--- config.mk ---
export PLATFORM = sky130hd
export DESIGN_NAME = register_file
export DESIGN_NICKNAME = d
export VERILOG_FILES = /design/src/logic/dataflow_pkg.sv /design/src/logic/register_file.sv
export SDC_FILE = /design/constraint.sdc
export NUM_CORES = 2
export LEC_CHECK = 0
export BUFFER_PORTS_ARGS = -buffer_cell sky130_fd_sc_hd__buf_2
export CORE_MARGIN = 5
export CORE_UTILIZATION = 38
export CTS_BUF_LIST = sky130_fd_sc_hd__clkbuf_2
export DETAILED_ROUTE_END_ITERATION = 6
export PLACE_DENSITY = 0.52
export SLEW_MARGIN = 25
export SYNTH_ARGS = -nofsm -noshare
export SYNTH_HDL_FRONTEND = slang
export SYNTH_SLANG_ARGS = --single-unit
--- constraint.sdc ---
create_clock -name clock -period 3.8 [get_ports clock]
set_clock_uncertainty 0.2 [all_clocks]
set_input_delay 0.76 -clock clock [delete_from_list [all_inputs] [get_ports clock]]
set_output_delay 0.76 -clock clock [all_outputs]
set_load 0.005 [all_outputs]
--- src/logic/dataflow_pkg.sv ---
// RV64I datapath shared definitions
// Word widths, opcodes, ALU and write-back selectors, and the
// instruction word seen through each base format
`default_nettype none

package dataflow_pkg;

    localparam int xlen          = 64;
    localparam int reg_addr_bits = 5;

    // Base opcodes
    localparam logic [6:0] op_lui    = 7'b0110111;
    localparam logic [6:0] op_auipc  = 7'b0010111;
    localparam logic [6:0] op_jal    = 7'b1101111;
    localparam logic [6:0] op_jalr   = 7'b1100111;
    localparam logic [6:0] op_branch = 7'b1100011;
    localparam logic [6:0] op_load   = 7'b0000011;
    localparam logic [6:0] op_store  = 7'b0100011;
    localparam logic [6:0] op_imm    = 7'b0010011;
    localparam logic [6:0] op_imm_w  = 7'b0011011;
    localparam logic [6:0] op_reg    = 7'b0110011;
    localparam logic [6:0] op_reg_w  = 7'b0111011;

    // ALU selector, same encoding as funct3
    localparam logic [2:0] alu_add  = 3'b000;
    localparam logic [2:0] alu_sll  = 3'b001;
    localparam logic [2:0] alu_slt  = 3'b010;
    localparam logic [2:0] alu_sltu = 3'b011;
    localparam logic [2:0] alu_xor  = 3'b100;
    localparam logic [2:0] alu_shr  = 3'b101;
    localparam logic [2:0] alu_or   = 3'b110;
    localparam logic [2:0] alu_and  = 3'b111;

    // Register write-back source
    localparam logic [1:0] wb_alu = 2'b00;
    localparam logic [1:0] wb_mem = 2'b01;
    localparam logic [1:0] wb_pc4 = 2'b10;
    localparam logic [1:0] wb_imm = 2'b11;

    typedef struct packed {
        logic [6:0] funct7;
        logic [4:0] rs2;
        logic [4:0] rs1;
        logic [2:0] funct3;
        logic [4:0] rd;
        logic [6:0] opcode;
    } r_fmt_t;

    typedef struct packed {
        logic [11:0] imm_11_0;
        logic [4:0]  rs1;
        logic [2:0]  funct3;
        logic [4:0]  rd;
        logic [6:0]  opcode;
    } i_fmt_t;

    typedef struct packed {
        logic [6:0] imm_11_5;
        logic [4:0] rs2;
        logic [4:0] rs1;
        logic [2:0] funct3;
        logic [4:0] imm_4_0;
        logic [6:0] opcode;
    } s_fmt_t;

    typedef struct packed {
        logic       imm_12;
        logic [5:0] imm_10_5;
        logic [4:0] rs2;
        logic [4:0] rs1;
        logic [2:0] funct3;
        logic [3:0] imm_4_1;
        logic       imm_11;
        logic [6:0] opcode;
    } b_fmt_t;

    typedef struct packed {
        logic [19:0] imm_31_12;
        logic [4:0]  rd;
        logic [6:0]  opcode;
    } u_fmt_t;

    typedef struct packed {
        logic       imm_20;
        logic [9:0] imm_10_1;
        logic       imm_11;
        logic [7:0] imm_19_12;
        logic [4:0] rd;
        logic [6:0] opcode;
    } j_fmt_t;

    // One instruction word, six ways to read it
    typedef union packed {
        r_fmt_t r;
        i_fmt_t i;
        s_fmt_t s;
        b_fmt_t b;
        u_fmt_t u;
        j_fmt_t j;
    } instr_t;

endpackage

`default_nettype wire
--- src/logic/register_file.sv ---
// Integer register file
// 31 writable 64-bit registers plus x0 hardwired to zero,
// two asynchronous read ports and one synchronous write port
`default_nettype none

module register_file (
    input  logic                                   clock,
    input  logic                                   rst,
    input  logic                                   write_enable,
    input  logic [dataflow_pkg::reg_addr_bits-1:0] read_address1,
    input  logic [dataflow_pkg::reg_addr_bits-1:0] read_address2,
    input  logic [dataflow_pkg::reg_addr_bits-1:0] write_address,
    input  logic [dataflow_pkg::xlen-1:0]          write_data,
    output logic [dataflow_pkg::xlen-1:0]          read_data1,
    output logic [dataflow_pkg::xlen-1:0]          read_data2
);

    localparam int num_regs = 2 ** dataflow_pkg::reg_addr_bits;

    // No storage behind x0
    logic [dataflow_pkg::xlen-1:0] regs [1:num_regs-1];

    always_ff @(posedge clock) begin
        if (rst) begin
            for (int k = 1; k < num_regs; k++) begin
                regs[k] <= '0;
            end
        end else if (write_enable && (write_address != '0)) begin
            regs[write_address] <= write_data;
        end
    end

    always_comb begin
        read_data1 = '0;
        read_data2 = '0;
        if (read_address1 != '0) begin
            read_data1 = regs[read_address1];
        end
        if (read_address2 != '0) begin
            read_data2 = regs[read_address2];
        end
    end

endmodule

`default_nettype wire

==> summary.txt <==
Syn-to-layout area delta: 18.7%
CTS clk-pin slew, worst paths: 0.10 ns
Worst setup path startpoint: regs[1][23]
Crit Path Category: reg2out
Share of the synthesized area in the top cell type: 0.568
CP endpoint: read_data2[23]
Crit path max-delay cell type: mux4_2
Violated checks: DRC, setup timing
Final setup fails: 128
Number of port buffers: 209
Number of synthesized register bits: 2048
Placed insts: 10990
Slew HR: 0.271
Biggest register: regs
Post-synth top area cell: edfxtp_1
Initial Util: 0.381
CTS Sinks: 2048
Via density: 6.27
Arrival @ worst endpoint: 3.85 ns
Status: finished, violations left
P_leak: 46.0 nW
Die height: 544 µm
Routed len/inst: 39.7 µm
Minimum clock period: 4.81 ns
CTS HTree Levels: 6
Final cell count without fillers: 12095
Synth cell types: 43
Final Cycle Share: 1.27
CTS tree: yes
Synth area leaders: edfxtp_1 57%, mux4_2 19%, and2_1 11%, mux2i_1 3.4%, clkbuf_1 2.0%
Max VDD drop: 0.220 mV
Largest net degree at the start of global routing: 65
Crit path max fanout: 2
Syn avg cell area: 15.3 µm²
DRC errors left: 1
Max-cap violations: 0
CP peak stage delay: 0.48 ns
Final worst-path setup slack: -1.01 ns
Pre-CTS setup slack: -0.796 ns
FP Rows: 196
First-pass GRT wire length: 649000 µm
Total GRT Usage: 0.320
Core area: 284000 µm²
Num CTS Buffers: 557
Max Slew Vio Count: 0
First-pass detailed-route iteration total: 7
DIE AREA: 296000 µm²
Fin. Hold Viols: 0
CP required: 2.84 ns
Leading cell type in the layout, fill and taps excluded: edfxtp_1
RePlAce Congestion: 0.866
Post-Syn Area: 108000 µm²
Fraction of layout cells with a size suffix above 1: 0.374
CP Capture Type: primary output
Die X: 544 µm
Startpoint types: flip-flop
Cell area power density: 402 nW/µm²
Worst slew pin tran: 1.09 ns
I/O Pins: 210
Ordered cell list for the critical path: mux4_2, mux2i_2, nor2_2, a2111oi_4, buf_4, a2111oi_4, buf_6, buf_6
Vias in the first global route: 75736
Max FFs per register: 2048
Grt total ovfl: 0
DPL Wire Length: 271000 µm
HP Class: in2reg
FMAX: 208 MHz
Detailed Route WL: 481000 µm
CTS Buffer Depth: 4
Vias: 75836
Top flop regs: regs: 2048 flops
Warnings from Yosys: 0
Fin area: 128000 µm²
DRT iter0 DRCs: 11278
DP Area: 120000 µm²
Initial antenna violation count: 69
Register area share after synthesis: 0.568
Synth Instances: 7055
Root Driver: clkbuf_2
RSZ-0062 raised after global routing: true
Commonest non-fill, non-tap cells in the layout: 2048 x edfxtp_1, 1985 x and2_1, 906 x mux4_2
Fin nets: 8010
Remaining antenna violation count: 0
Layout Utilization: 0.452
==> Yosys cell counts (all sizes together) <==
library cell / count
edfxtp: 2048
and2: 1986
mux4: 906
clkbuf: 581
mux2i: 363
buf: 208
mux2: 122
nand2: 109
o22ai: 100
a22oi: 74
a221oi: 58
nor2: 58
o221ai: 54
a21oi: 49
a21o: 42
or2: 35
and3: 31
a22o: 30
a32oi: 30
o2111ai: 30
o211ai: 30
nand3: 22
nor2b: 15
a2111oi: 12
a211oi: 11
o21ai: 10
nor4: 9
nand2b: 7
o22a: 6
nand3b: 5
nor3: 4
a32o: 2
or3: 2
or3b: 2
clkinv: 1
conb: 1
inv: 1
o41ai: 1
==> power breakdown <==
| part | switching, mW | internal (mW) | total, mW |
|---|---|---|---|
| combinational | 4.96 | 3.84 | 8.80 |
| sequential | 0.644 | 26.1 | 26.7 |
| clock | 9.90 | 6.26 | 16.2 |
==> worst min path at each step <==
stage / start / to / slack (ns) / cells after the start
floorplan: write_data[0] / regs[0][0] / 0.66 / 0
global placement: write_data[15] / regs[0][15] / 1.06 / 1
detailed placement: write_data[15] / regs[0][15] / 1.06 / 1
CTS: write_data[25] / regs[18][25] / 0.007 / 3
global route: write_data[52] / regs[0][52] / 0.006 / 3
finish: write_data[42] / regs[0][42] / 0.004 / 3
==> metrics by stage <==
| step | TNS [ns] | hold slack [ns] | total power, mW |
|---|---|---|---|
| 3_3_place_gp | -25.27 | 1.06 | 35.0 |
| 3_5_place_dp | -22.07 | 1.06 | 35.1 |
| 5_1_grt | -94.91 | 0.00649 | 53.4 |
| 6_report | -85.26 | 0.00397 | 51.7 |
| 4_1_cts | -109.72 | 0.00684 | 51.6 |
| 2_1_floorplan | 0 | 0.659 | 30.9 |
==> critical path, delay by kind of cell (launching register included) <==
kind,cells,cell delay [ns]
flops,1,0.45
mux,2,0.72
buf+inv,3,0.51
compound gates,2,0.28
simple gates,1,0.08
==> logic make-up (layout without fill, tap and decap cells) <==
| logic type | after synthesis | in the layout | share of synthesized area |
|---|---|---|---|
| AOI/OAI and AO/OA | 539 | 539 | 0.0375 |
| buffers and inverters | 791 | 1970 | 0.0316 |
| DFF | 2048 | 2048 | 0.568 |
| muxes | 1391 | 1391 | 0.235 |
| other | 1 | 100 | 0.0000346 |
| and+or+nand+nor | 2285 | 2285 | 0.128 |
==> area by class of cell <==
class / instances / area, µm²
clock inverter: 144 / 907
fill: 25136 / 156000
tap: 3762 / 4710
clock buffer: 784 / 3920
timing repair buffer: 1040 / 11500
sequential: 2048 / 61500
inverter: 2 / 10.0
multi-input combinational: 4279 / 45900
antenna: 36 / 90.1
==> repair_timing <==
action | 4_1_cts | 5_1_grt
endpoints found under the setup margin | 128 | 128
gates resized for setup | 408 | 76
hold endpoints to repair | 4003 | 5
pin swaps | 222 | 64
setup buffers | 17 | 12
hold buffers | 154 | 5
==> layer usage <==
metal / part of all wire / GRT usage / vias up
met4: 0.061 / 0.171 / 26
li1: - / - / 29322
met2: 0.46 / 0.504 / 5782
met5: 0.00050 / 0.00162 / -
met3: 0.12 / 0.0771 / 1317
met1: 0.36 / 0.411 / 39389
Note: power is estimated with default switching activity, not from simulation.
