## src/logic/dataflow_pkg.sv

```systemverilog
// RV64I datapath shared definitions
// Word widths, opcodes, ALU and write-back selectors, and the
// instruction word seen through each base format
`default_nettype none

package dataflow_pkg;

    localparam int xlen          = 64;
    localparam int reg_addr_bits = 5;

    // Base opcodes
    localparam logic [6:0] op_lui    = 7'b0110111;
    localparam logic [6:0] op_auipc  = 7'b0010111;
    localparam logic [6:0] op_jal    = 7'b1101111;
    localparam logic [6:0] op_jalr   = 7'b1100111;
    localparam logic [6:0] op_branch = 7'b1100011;
    localparam logic [6:0] op_load   = 7'b0000011;
    localparam logic [6:0] op_store  = 7'b0100011;
    localparam logic [6:0] op_imm    = 7'b0010011;
    localparam logic [6:0] op_imm_w  = 7'b0011011;
    localparam logic [6:0] op_reg    = 7'b0110011;
    localparam logic [6:0] op_reg_w  = 7'b0111011;

    // ALU selector, same encoding as funct3
    localparam logic [2:0] alu_add  = 3'b000;
    localparam logic [2:0] alu_sll  = 3'b001;
    localparam logic [2:0] alu_slt  = 3'b010;
    localparam logic [2:0] alu_sltu = 3'b011;
    localparam logic [2:0] alu_xor  = 3'b100;
    localparam logic [2:0] alu_shr  = 3'b101;
    localparam logic [2:0] alu_or   = 3'b110;
    localparam logic [2:0] alu_and  = 3'b111;

    // Register write-back source
    localparam logic [1:0] wb_alu = 2'b00;
    localparam logic [1:0] wb_mem = 2'b01;
    localparam logic [1:0] wb_pc4 = 2'b10;
    localparam logic [1:0] wb_imm = 2'b11;

    typedef struct packed {
        logic [6:0] funct7;
        logic [4:0] rs2;
        logic [4:0] rs1;
        logic [2:0] funct3;
        logic [4:0] rd;
        logic [6:0] opcode;
    } r_fmt_t;

    typedef struct packed {
        logic [11:0] imm_11_0;
        logic [4:0]  rs1;
        logic [2:0]  funct3;
        logic [4:0]  rd;
        logic [6:0]  opcode;
    } i_fmt_t;

    typedef struct packed {
        logic [6:0] imm_11_5;
        logic [4:0] rs2;
        logic [4:0] rs1;
        logic [2:0] funct3;
        logic [4:0] imm_4_0;
        logic [6:0] opcode;
    } s_fmt_t;

    typedef struct packed {
        logic       imm_12;
        logic [5:0] imm_10_5;
        logic [4:0] rs2;
        logic [4:0] rs1;
        logic [2:0] funct3;
        logic [3:0] imm_4_1;
        logic       imm_11;
        logic [6:0] opcode;
    } b_fmt_t;

    typedef struct packed {
        logic [19:0] imm_31_12;
        logic [4:0]  rd;
        logic [6:0]  opcode;
    } u_fmt_t;

    typedef struct packed {
        logic       imm_20;
        logic [9:0] imm_10_1;
        logic       imm_11;
        logic [7:0] imm_19_12;
        logic [4:0] rd;
        logic [6:0] opcode;
    } j_fmt_t;

    // One instruction word, six ways to read it
    typedef union packed {
        r_fmt_t r;
        i_fmt_t i;
        s_fmt_t s;
        b_fmt_t b;
        u_fmt_t u;
        j_fmt_t j;
    } instr_t;

endpackage

`default_nettype wire
```

## src/logic/immediate_extender.sv

```systemverilog
// Immediate extender
// Picks the instruction format from the opcode and assembles the
// sign-extended 64-bit immediate
`default_nettype none

module immediate_extender (
    input  dataflow_pkg::instr_t                  instruction,
    output logic [dataflow_pkg::xlen-1:0]         immediate
);

    always_comb begin
        case (instruction.r.opcode)
            // I-type, shift amounts ride in the low bits
            dataflow_pkg::op_imm, dataflow_pkg::op_imm_w,
            dataflow_pkg::op_load, dataflow_pkg::op_jalr: begin
                immediate = {{(dataflow_pkg::xlen-12){instruction.i.imm_11_0[11]}},
                             instruction.i.imm_11_0};
            end
            dataflow_pkg::op_store: begin
                immediate = {{(dataflow_pkg::xlen-12){instruction.s.imm_11_5[6]}},
                             instruction.s.imm_11_5, instruction.s.imm_4_0};
            end
            dataflow_pkg::op_branch: begin
                immediate = {{(dataflow_pkg::xlen-13){instruction.b.imm_12}},
                             instruction.b.imm_12, instruction.b.imm_11,
                             instruction.b.imm_10_5, instruction.b.imm_4_1, 1'b0};
            end
            dataflow_pkg::op_lui, dataflow_pkg::op_auipc: begin
                immediate = {{(dataflow_pkg::xlen-32){instruction.u.imm_31_12[19]}},
                             instruction.u.imm_31_12, 12'h000};
            end
            dataflow_pkg::op_jal: begin
                immediate = {{(dataflow_pkg::xlen-21){instruction.j.imm_20}},
                             instruction.j.imm_20, instruction.j.imm_19_12,
                             instruction.j.imm_11, instruction.j.imm_10_1, 1'b0};
            end
            // R-type and unknown opcodes carry no immediate
            default: begin
                immediate = '0;
            end
        endcase
    end

endmodule

`default_nettype wire

```

## config.mk

```make
export PLATFORM = sky130hd
export DESIGN_NAME = immediate_extender
export DESIGN_NICKNAME = d
export VERILOG_FILES = /design/src/logic/dataflow_pkg.sv /design/src/logic/immediate_extender.sv
export SDC_FILE = /design/constraint.sdc
export NUM_CORES = 1
export LEC_CHECK = 0
export BUFFER_PORTS_ARGS = -buffer_cell sky130_fd_sc_hd__buf_2
export CAP_MARGIN = 10
export CELL_PAD_IN_SITES_DETAIL_PLACEMENT = 1
export CELL_PAD_IN_SITES_GLOBAL_PLACEMENT = 1
export CORE_ASPECT_RATIO = 0.7
export CORE_MARGIN = 3
export CORE_UTILIZATION = 22
export DETAILED_ROUTE_END_ITERATION = 8
export GPL_TIMING_DRIVEN = 0
export PLACE_DENSITY = 0.95
export SYNTH_ARGS = -nofsm -noshare
export SYNTH_HDL_FRONTEND = slang
export SYNTH_SLANG_ARGS = --single-unit
```

## constraint.sdc

```tcl
create_clock -name vclk -period 5.35
set_clock_uncertainty 0.15 [all_clocks]
set_input_delay 0.2675 -clock vclk [all_inputs]
set_output_delay 0.2675 -clock vclk [all_outputs]
set_load 0.01 [all_outputs]
```

==> impl_metrics.py, run 1 <==
metrics = {
    "pwr": {
        "ir_drop_uv": 31.1,
        "cellPowerDensity_nw_per_um2": 51.3,
        "leakage_uw": 0.000916,
    },
    "timing": {
        "finalSetupViolCount": 0,
        "finalMaxSlewViolations": 0,
        "fmax_mhz": 399,
        "fin_setup_tns_ps": 0,
        "hold_ws_ps": 678,
        "tightest_slew_ps": 667,
        "rsz0062_at_grt": "no",
        "fin_crit_sh_pct": 46.8,
        "timing.final.crit_period_ps": 2510,
        "hold_viol": 0,
        "slew_headroom_pct": 55.4,
    },
    "synth": {
        "synth_top_family_by_area": "buffers and inverters",
        "synth_top_area_share_pct": 32.9,
        "synth_most_common_cell": "buf_4",
        "synthesis.nets": 147,
        "syn-cell-area_sq_um": 777,
        "ys_top_cells_by_area": "buf_4 (33%), a21o_1 (11%), a21oi_1 (6.4%), and2_1 (5.6%), nand3_1 (5.2%)",
        "synth_area_leader_cell": "buf_4",
        "ys_top_cells_by_count": "buf_4 (34), a21o_1 (11), a21oi_1 (10)",
        "yosys.area_share.adder_pct": 0,
        "synth_mux_area_share_pct": 1.29,
        "synth-compound-area-share_pct": 30.1,
        "ys_seq_area_share_pct": 0,
        "synth-simple-area-share_pct": 30.9,
        "synth_warnings": 0,
        "synth_xor_area_share_pct": 0,
        "synthCells": 115,
        "synth_cell_types": 26,
        "syn_area_per_cell_sq_um": 6.76,
    },
    "critical_path": {
        "cp_common_cell": "buf_4",
        "critical_path.max_fanout": 23,
        "start_kind": "primary input",
        "end_kind": "output port",
        "slowest_stage": "or4_4",
        "slowest_delay_ps": 510,
        "worst_ep_required_time_ps": 4930,
        "crit_chain": "buf_4, nor2b_1, or4_4, a21oi_2, buf_8, buf_4, buf_2",
        "crit_type": "in2out",
        "arrival_ps": 2090,
    },
    "grt": {
        "grt_pass1_wl_um": 5730,
        "antenna_found_initial": 0,
        "grt_overflow": 0,
        "grt_pass1_vias": 1181,
        "grt_max_degree": 24,
        "grt_usage_pct": 15.8,
    },
    "routing": {
        "vias": 1118,
        "totalWireLength_um": 3570,
        "drc": 0,
        "drtPass1Iterations": 4,
        "vias_per_cell": 4.37,
        "ant_nets": 0,
        "wire_per_inst_um": 13.9,
        "drt_iter0_markers": 34,
    },
    "cells_and_area": {
        "nFillCells": 455,
        "fin_util_pct": 40.6,
        "num-nets-final": 243,
        "area.sequential_sq_um": 0,
        "nFlopsAndLatches": 0,
        "drive_gt1_share_pct": 64.6,
        "diodes": 0,
        "nClkBuffers": 0,
        "areaGrowthSynthToFinish_pct": 69.9,
        "multi_input_area_sq_um": 488,
        "final_area_sq_um": 1320,
    },
    "floorplan": {
        "start_util_pct": 23.9,
        "die_area_sq_um": 4290,
        "die_w_um": 77.0,
        "ios": 96,
        "die_y_um": 55.7,
        "num_rows": 17,
        "core_sq_um": 3250,
    },
    "clock_network": {
        "cts_resized": 0,
        "cts_setup_buffers": 0,
        "ctsHoldBuffers": 0,
    },
    "hold_path": {
        "hold_class": "in2out",
    },
    "placement": {
        "gp_congestion": 0.840,
        "io_buffer_count": 93,
        "place_area_sq_um": 1320,
        "dp_hpwl_um": 3090,
    },
    "run": {
        "drv_cap": 0,
    },
    "status": {
        "status": "finished clean",
    },
}
[path summary, 6_finish.rpt]
check / from / endpoint / slack, ps / depth (start not counted)
max: instruction[6] / immediate[33] / 2840 / 7
min: instruction[30] / immediate[30] / 680 / 3
[per-layer routing]
layer	global-route usage [%]	part of all wire [%]	up-vias
met4	1.78	1.3	0
met5	0	0	-
met3	1.46	4.2	4
li1	-	-	564
met1	19.7	42	520
met2	30.0	52	30
[worst max-delay path: cells and delay by family]
| family | cells | cell delay, ps |
|---|---|---|
| buffers and inverters | 4 | 660 |
| AOI/OAI and AO/OA | 1 | 510 |
| and+or+nand+nor | 2 | 640 |
[layout by cell type (no fill, tap or decap), drive strengths merged, types with 2 or more instances in the layout]
cell	netlist	final
a21oi	12	12
nand3	8	8
a22o	4	4
o21ai	4	4
nand2	5	5
nor2b	4	4
a21o	11	11
nor3b	3	3
a32o	2	2
and3	2	2
nor3	2	2
buf	36	130
clkbuf	3	3
and2	7	7
nor2	2	2
nand2b	4	4
[report_power, final]
part | total (uW) | internal, uW | switching [uW]
logic | 67.7 | 33.0 | 34.7
clock network | 0 | 0 | 0
registers | 0 | 0 | 0
total | 67.7 | 33.0 | 34.7
[layout make-up]
type	count	area share [%]
plain buffers	39	21.9
inverters	1	0.284
repair buffers	94	36.4
multi-input cells	75	37.0
well taps	47	4.45
[kinds of logic after synthesis]
group           count (synthesis)
buf+inv                        40
compound gates                 34
mux                             1
simple gates                   40
[per-stage QoR]
stage,total power [uW],cells,setup WS [ps]
floorplan,37.8,115,2250
global placement,65.5,255,1910
detailed placement,68.0,256,2830
CTS,68.2,256,2830
global route,74.0,256,2750
finish,67.7,256,2840
(Power assumes the default switching activity.)
==> run 2, diff against run 1 <==
--- a/config.mk
+++ b/config.mk
@@ -5,16 +5,17 @@
 export SDC_FILE = /design/constraint.sdc
 export NUM_CORES = 1
 export LEC_CHECK = 0
+export ABC_AREA = 1
 export BUFFER_PORTS_ARGS = -buffer_cell sky130_fd_sc_hd__buf_2
 export CAP_MARGIN = 10
 export CELL_PAD_IN_SITES_DETAIL_PLACEMENT = 1
 export CELL_PAD_IN_SITES_GLOBAL_PLACEMENT = 1
 export CORE_ASPECT_RATIO = 0.7
 export CORE_MARGIN = 3
-export CORE_UTILIZATION = 22
+export CORE_UTILIZATION = 24
 export DETAILED_ROUTE_END_ITERATION = 8
 export GPL_TIMING_DRIVEN = 0
-export PLACE_DENSITY = 0.95
+export PLACE_DENSITY = 0.92
 export SYNTH_ARGS = -nofsm -noshare
 export SYNTH_HDL_FRONTEND = slang
 export SYNTH_SLANG_ARGS = --single-unit
==> constraint.sdc (replaced) <==
create_clock -name vclk -period 2.5
set_clock_uncertainty 0.15 [all_clocks]
set_input_delay 0.125 -clock vclk [all_inputs]
set_output_delay 0.125 -clock vclk [all_outputs]
set_load 0.01 [all_outputs]
==> run 2 against run 1 <==
  * Combinational power is 140% higher
  * Via count is 61% higher
  * Setup slack worse by 2500 ps
  * Wire length is 44% higher
  * Global-route usage is 1.4 points higher
  * Critical path depth is 3 higher
  * Die area is 37% higher
  * Total power is 140% higher
  * Area after synthesis is 54% higher
  * Utilization is 2.1 points lower
  * First-iteration DRC count is 85% higher
  * Synthesized cell count is 120% higher
  * Largest power group unchanged
==> impl_metrics.py, run 2 <==
metrics = {
    "critical_path": {
        "worst_ep_required_time_ps": 2230,
        "critical_path.max_fanout": 33,
        "arrival_ps": 1900,
        "crit_type": "in2out",
        "start_kind": "primary input",
        "end_kind": "output port",
    },
    "placement": {
        "dp_hpwl_um": 4240,
        "place_area_sq_um": 1760,
        "io_buffer_count": 96,
        "gp_congestion": 0.828,
    },
    "routing": {
        "wire_per_inst_um": 12.4,
        "totalWireLength_um": 5140,
        "drtPass1Iterations": 4,
        "vias_per_cell": 4.36,
        "ant_nets": 0,
        "drc": 0,
        "drt_iter0_markers": 63,
        "vias": 1802,
    },
    "cells_and_area": {
        "final_cell_mix": "buf_2 (108), nand2_1 (82), nand3_1 (51), nor2_1 (42), buf_4 (33)",
        "area.sequential_sq_um": 0,
        "num-nets-final": 381,
        "nFillCells": 690,
        "nFlopsAndLatches": 0,
        "nClkBuffers": 0,
        "diodes": 0,
        "drive_gt1_share_pct": 44.1,
        "areaGrowthSynthToFinish_pct": 47.2,
        "final_area_sq_um": 1760,
        "mostFrequentLayoutCell": "buf_2",
    },
    "hold_path": {
        "hold_path_startpoint": "instruction[20]",
        "hold_class": "in2out",
        "holdPathStages": 4,
        "holdPathEnd": "immediate[0]",
    },
    "timing": {
        "fin_setup_tns_ps": 0,
        "rsz0062_at_grt": "no",
        "timing.final.crit_period_ps": 2180,
        "finalMaxSlewViolations": 0,
        "fin_crit_sh_pct": 87.0,
        "finalSetupViolCount": 0,
        "hold_viol": 0,
        "tightest_slew_ps": 536,
        "slew_headroom_pct": 64.2,
        "fmax_mhz": 460,
    },
    "floorplan": {
        "ios": 96,
        "start_util_pct": 26.1,
        "die_y_um": 65.1,
        "die_area_sq_um": 5890,
        "die_w_um": 90.4,
        "num_rows": 20,
        "core_sq_um": 4580,
    },
    "synth": {
        "synth_most_common_cell": "nand2_1",
        "synthCells": 251,
        "synth_warnings": 0,
        "ys_top_cells_by_count": "nand2_1 (83), nand3_1 (51), nor2_1 (42)",
        "synth_cell_types": 13,
        "synthesis.nets": 283,
        "synth_area_leader_cell": "nand2_1",
        "syn_area_per_cell_sq_um": 4.77,
        "synth_top_area_share_pct": 26.0,
        "syn-cell-area_sq_um": 1200,
        "ys_seq_area_share_pct": 0,
        "ys_top_cells_by_area": "nand2_1 (26%), nand3_1 (21%), buf_4 (21%), nor2_1 (13%), inv_1 (5.6%)",
    },
    "grt": {
        "grt_usage_pct": 17.2,
        "antenna_found_initial": 0,
        "grt_pass1_vias": 1820,
        "grt_overflow": 0,
        "grt_pass1_wl_um": 8700,
        "grt_max_degree": 34,
    },
    "clock_network": {
        "ctsHoldBuffers": 0,
        "cts_setup_buffers": 0,
        "cts_resized": 1,
    },
    "pwr": {
        "ir_drop_uv": 27.5,
        "leakage_uw": 0.00138,
        "cellPowerDensity_nw_per_um2": 90.9,
    },
    "run": {
        "drv_cap": 0,
    },
    "status": {
        "status": "finished clean",
    },
}
run 2: final cells by class:
cell class | instances | area, sq um | area share (%)
inverter | 19 | 71.3 | 4.05
tap | 66 | 82.6 | 4.68
buffer | 47 | 330 | 18.7
multi-input combinational | 185 | 798 | 45.3
timing repair buffer | 96 | 480 | 27.3
run 2: cells by family (layout without fill, tap and decap cells):
logic type,count (synthesis),in the layout,synth area share (%)
and+or+nand+nor,185,185,66.5
buffers and inverters,66,162,33.5
run 2: per-stage QoR:
step	setup slack, ps	total power [uW]	cells	hold slack, ps	utilization, %
after global placement	102	157	413	431	38.4
after detailed placement	2.67	162	413	426	38.4
after global routing	135	177	413	459	38.5
final	324	160	413	421	38.5
after floorplan	591	81.8	251	218	-
after CTS	314	162	413	427	38.5
run 2: layer usage:
metal  GRT usage [%]  part of all wire [%]
met1            22.9                    46
met2            32.3                    50
met3            1.37                   3.8
met4           0.382                     0
met5               0                     0
run 2: where the power goes:
group	internal (uW)	switching (uW)	total (uW)	leakage, uW
logic	67.8	92.5	160	0.00138
registers	0	0	0	0
clock network	0	0	0	0
total	67.8	92.5	160	0.00138
run 2: worst max path at each step:
stage,startpoint,end,slack (ps)
floorplan,instruction[1],immediate[32],590
global placement,instruction[3],immediate[62],100
detailed placement,instruction[1],immediate[32],3
CTS,instruction[1],immediate[32],310
global route,instruction[3],immediate[41],140
finish,instruction[1],immediate[53],320
run 2: critical path, cell delays in order:
cell and delay [ps]:
buf_2 80, nand2_1 110, nor2_1 300, nand2_1 90, nand3_1 140, nand2_1 110, buf_2 210, nand2_2 430
buf_4 200, buf_2 130
==> run 3, diff against run 2 <==
==> constraint.sdc (replaced) <==
create_clock -name vclk -period 2.5
set_clock_uncertainty 0.15 [all_clocks]
set_input_delay 0.375 -clock vclk [all_inputs]
set_output_delay 0.375 -clock vclk [all_outputs]
set_load 0.01 [all_outputs]
==> run 3 against run 2 <==
  * Critical path depth unchanged
  * Critical endpoint unchanged
  * Via count up 1.1%
  * Largest power group unchanged
  * Wire length rose by 2.0%
  * Non-clock buffer count unchanged
  * Worst hold slack gained 500 ps
  * Sequential cell count unchanged
  * Highest routed layer unchanged
  * Cell area is 1.6% higher
  * Maximum frequency decreased by 8.3%
  * Utilization grew 0.63 points
  * Count of clock-buffer cells in the layout unchanged
  * Global-route usage hardly changed
  * Cell count grew 0.24%
  * Critical path type unchanged
==> impl_metrics.py, run 3 (synthesis results as in run 2) <==
metrics = {
    "status": {
        "status": "finished clean",
    },
    "grt": {
        "grt_overflow": 0,
        "grt_pass1_vias": 1804,
        "grt_usage_pct": 17.2,
        "grt_pass1_wl_um": 8690,
        "antenna_found_initial": 0,
        "grt_max_degree": 34,
    },
    "cells_and_area": {
        "fin_util_pct": 39.1,
        "final_cell_mix": "buf_2 (107), nand2_1 (82), nand3_1 (51), nor2_1 (40), buf_4 (33)",
        "num-nets-final": 382,
        "stdcell_count": 414,
        "diodes": 0,
        "mostFrequentLayoutCell": "buf_2",
        "areaGrowthSynthToFinish_pct": 49.6,
        "nFillCells": 694,
        "area.sequential_sq_um": 0,
        "nFlopsAndLatches": 0,
        "nClkBuffers": 0,
        "drive_gt1_share_pct": 44.8,
    },
    "timing": {
        "fin_crit_sh_pct": 94.9,
        "finalMaxSlewViolations": 0,
        "fin_setup_tns_ps": 0,
        "fmax_mhz": 422,
        "slew_headroom_pct": 73.9,
        "finalSetupViolCount": 0,
        "timing.final.crit_period_ps": 2370,
        "tightest_slew_ps": 392,
        "hold_viol": 0,
    },
    "placement": {
        "placedCellCount": 413,
        "io_buffer_count": 96,
        "dp_hpwl_um": 4240,
        "gp_congestion": 0.828,
    },
    "floorplan": {
        "num_rows": 20,
        "die_y_um": 65.1,
        "die_area_sq_um": 5890,
        "ios": 96,
        "start_util_pct": 26.1,
        "die_w_um": 90.4,
        "core_sq_um": 4580,
    },
    "pwr": {
        "leakage_uw": 0.00140,
        "pwr-share-comb_pct": 100.0,
        "cellPowerDensity_nw_per_um2": 90.5,
        "p_clk_share_pct": 0,
        "power.switching_uw": 94.1,
        "swShare_pct": 58.1,
        "pwr-share-seq_pct": 0,
        "total_power_uw": 162,
        "p_int_uw": 68.0,
        "ir_drop_uv": 27.6,
    },
    "critical_path": {
        "worst_ep_required_time_ps": 1980,
        "start_kind": "primary input",
        "critical_path.max_fanout": 17,
        "crit_type": "in2out",
        "arrival_ps": 1850,
        "end_kind": "output port",
    },
    "routing": {
        "drt_iter0_markers": 71,
        "vias_per_cell": 4.40,
        "wire_per_inst_um": 12.7,
        "drtPass1Iterations": 4,
        "vias": 1822,
        "drc": 0,
        "totalWireLength_um": 5240,
        "ant_nets": 0,
    },
    "hold_path": {
        "hold_class": "in2out",
    },
    "clock_network": {
        "cts_setup_buffers": 0,
        "ctsHoldBuffers": 0,
    },
    "run": {
        "drv_cap": 0,
    },
}
-- run 3: cell count changes in the layout (fill, tap and decap cells not counted) --
| cell | previous run | this run |
|---|---|---|
| clkbuf_4 | 0 | 1 |
| buf_2 | 108 | 107 |
| nor2_4 | 1 | 2 |
| nand2_2 | 3 | 2 |
| nor2_2 | 2 | 3 |
| nor2_1 | 42 | 40 |
| nand2_4 | 0 | 2 |
-- run 3: area by class of cell --
type	count	area, sq um	area share (%)
Timing Repair Buffer	96	480	26.8
Multi-Input combinational cell	186	825	46.0
Inverter	19	71.3	3.98
Buffer	47	333	18.6
Tap cell	66	82.6	4.61
-- run 3: stage by stage --
step	area, sq um	setup slack [ps]	hold WS [ps]
CTS	1770	4.55	927
global route	1790	-2.01	963
global placement	1760	-398	931
floorplan	1200	90.6	718
detailed placement	1760	-497	926
finish	1790	129	921
-- run 3: final timing paths --
| check | startpoint | end | slack [ps] | depth (start not counted) |
|---|---|---|---|---|
| hold / removal | instruction[20] | immediate[0] | 920 | 4 |
| setup / recovery | instruction[1] | immediate[53] | 130 | 10 |
-- run 3: what timing repair did --
action,CTS,global route
gates cloned,0,1
gates resized for setup,2,5
pin swaps,0,1
setup endpoints to repair,33,33
-- run 3: critical path, stage by stage --
cell and delay [ps]:
buf_2 100, nand2_1 150, nor2_1 100, nand2_1 70
nand3_1 140, nand2_1 130, buf_2 290, nand2_4 180
buf_4 170, buf_2 130
-- run 3: layer usage --
metal	vias up	share of wire (%)	GRT usage (%)
li1	941	-	-
met1	828	46	23.3
met2	53	50	31.6
met3	0	4.3	1.37
met4	0	0	0.382
met5	-	0	0
-- run 3: power groups by stage --
stage	Sequential, uW	Combinational, uW	Clock [uW]
final	0	162	0
after global routing	0	179	0
after CTS	0	161	0
after detailed placement	0	162	0
after global placement	0	157	0
after floorplan	0	81.8	0
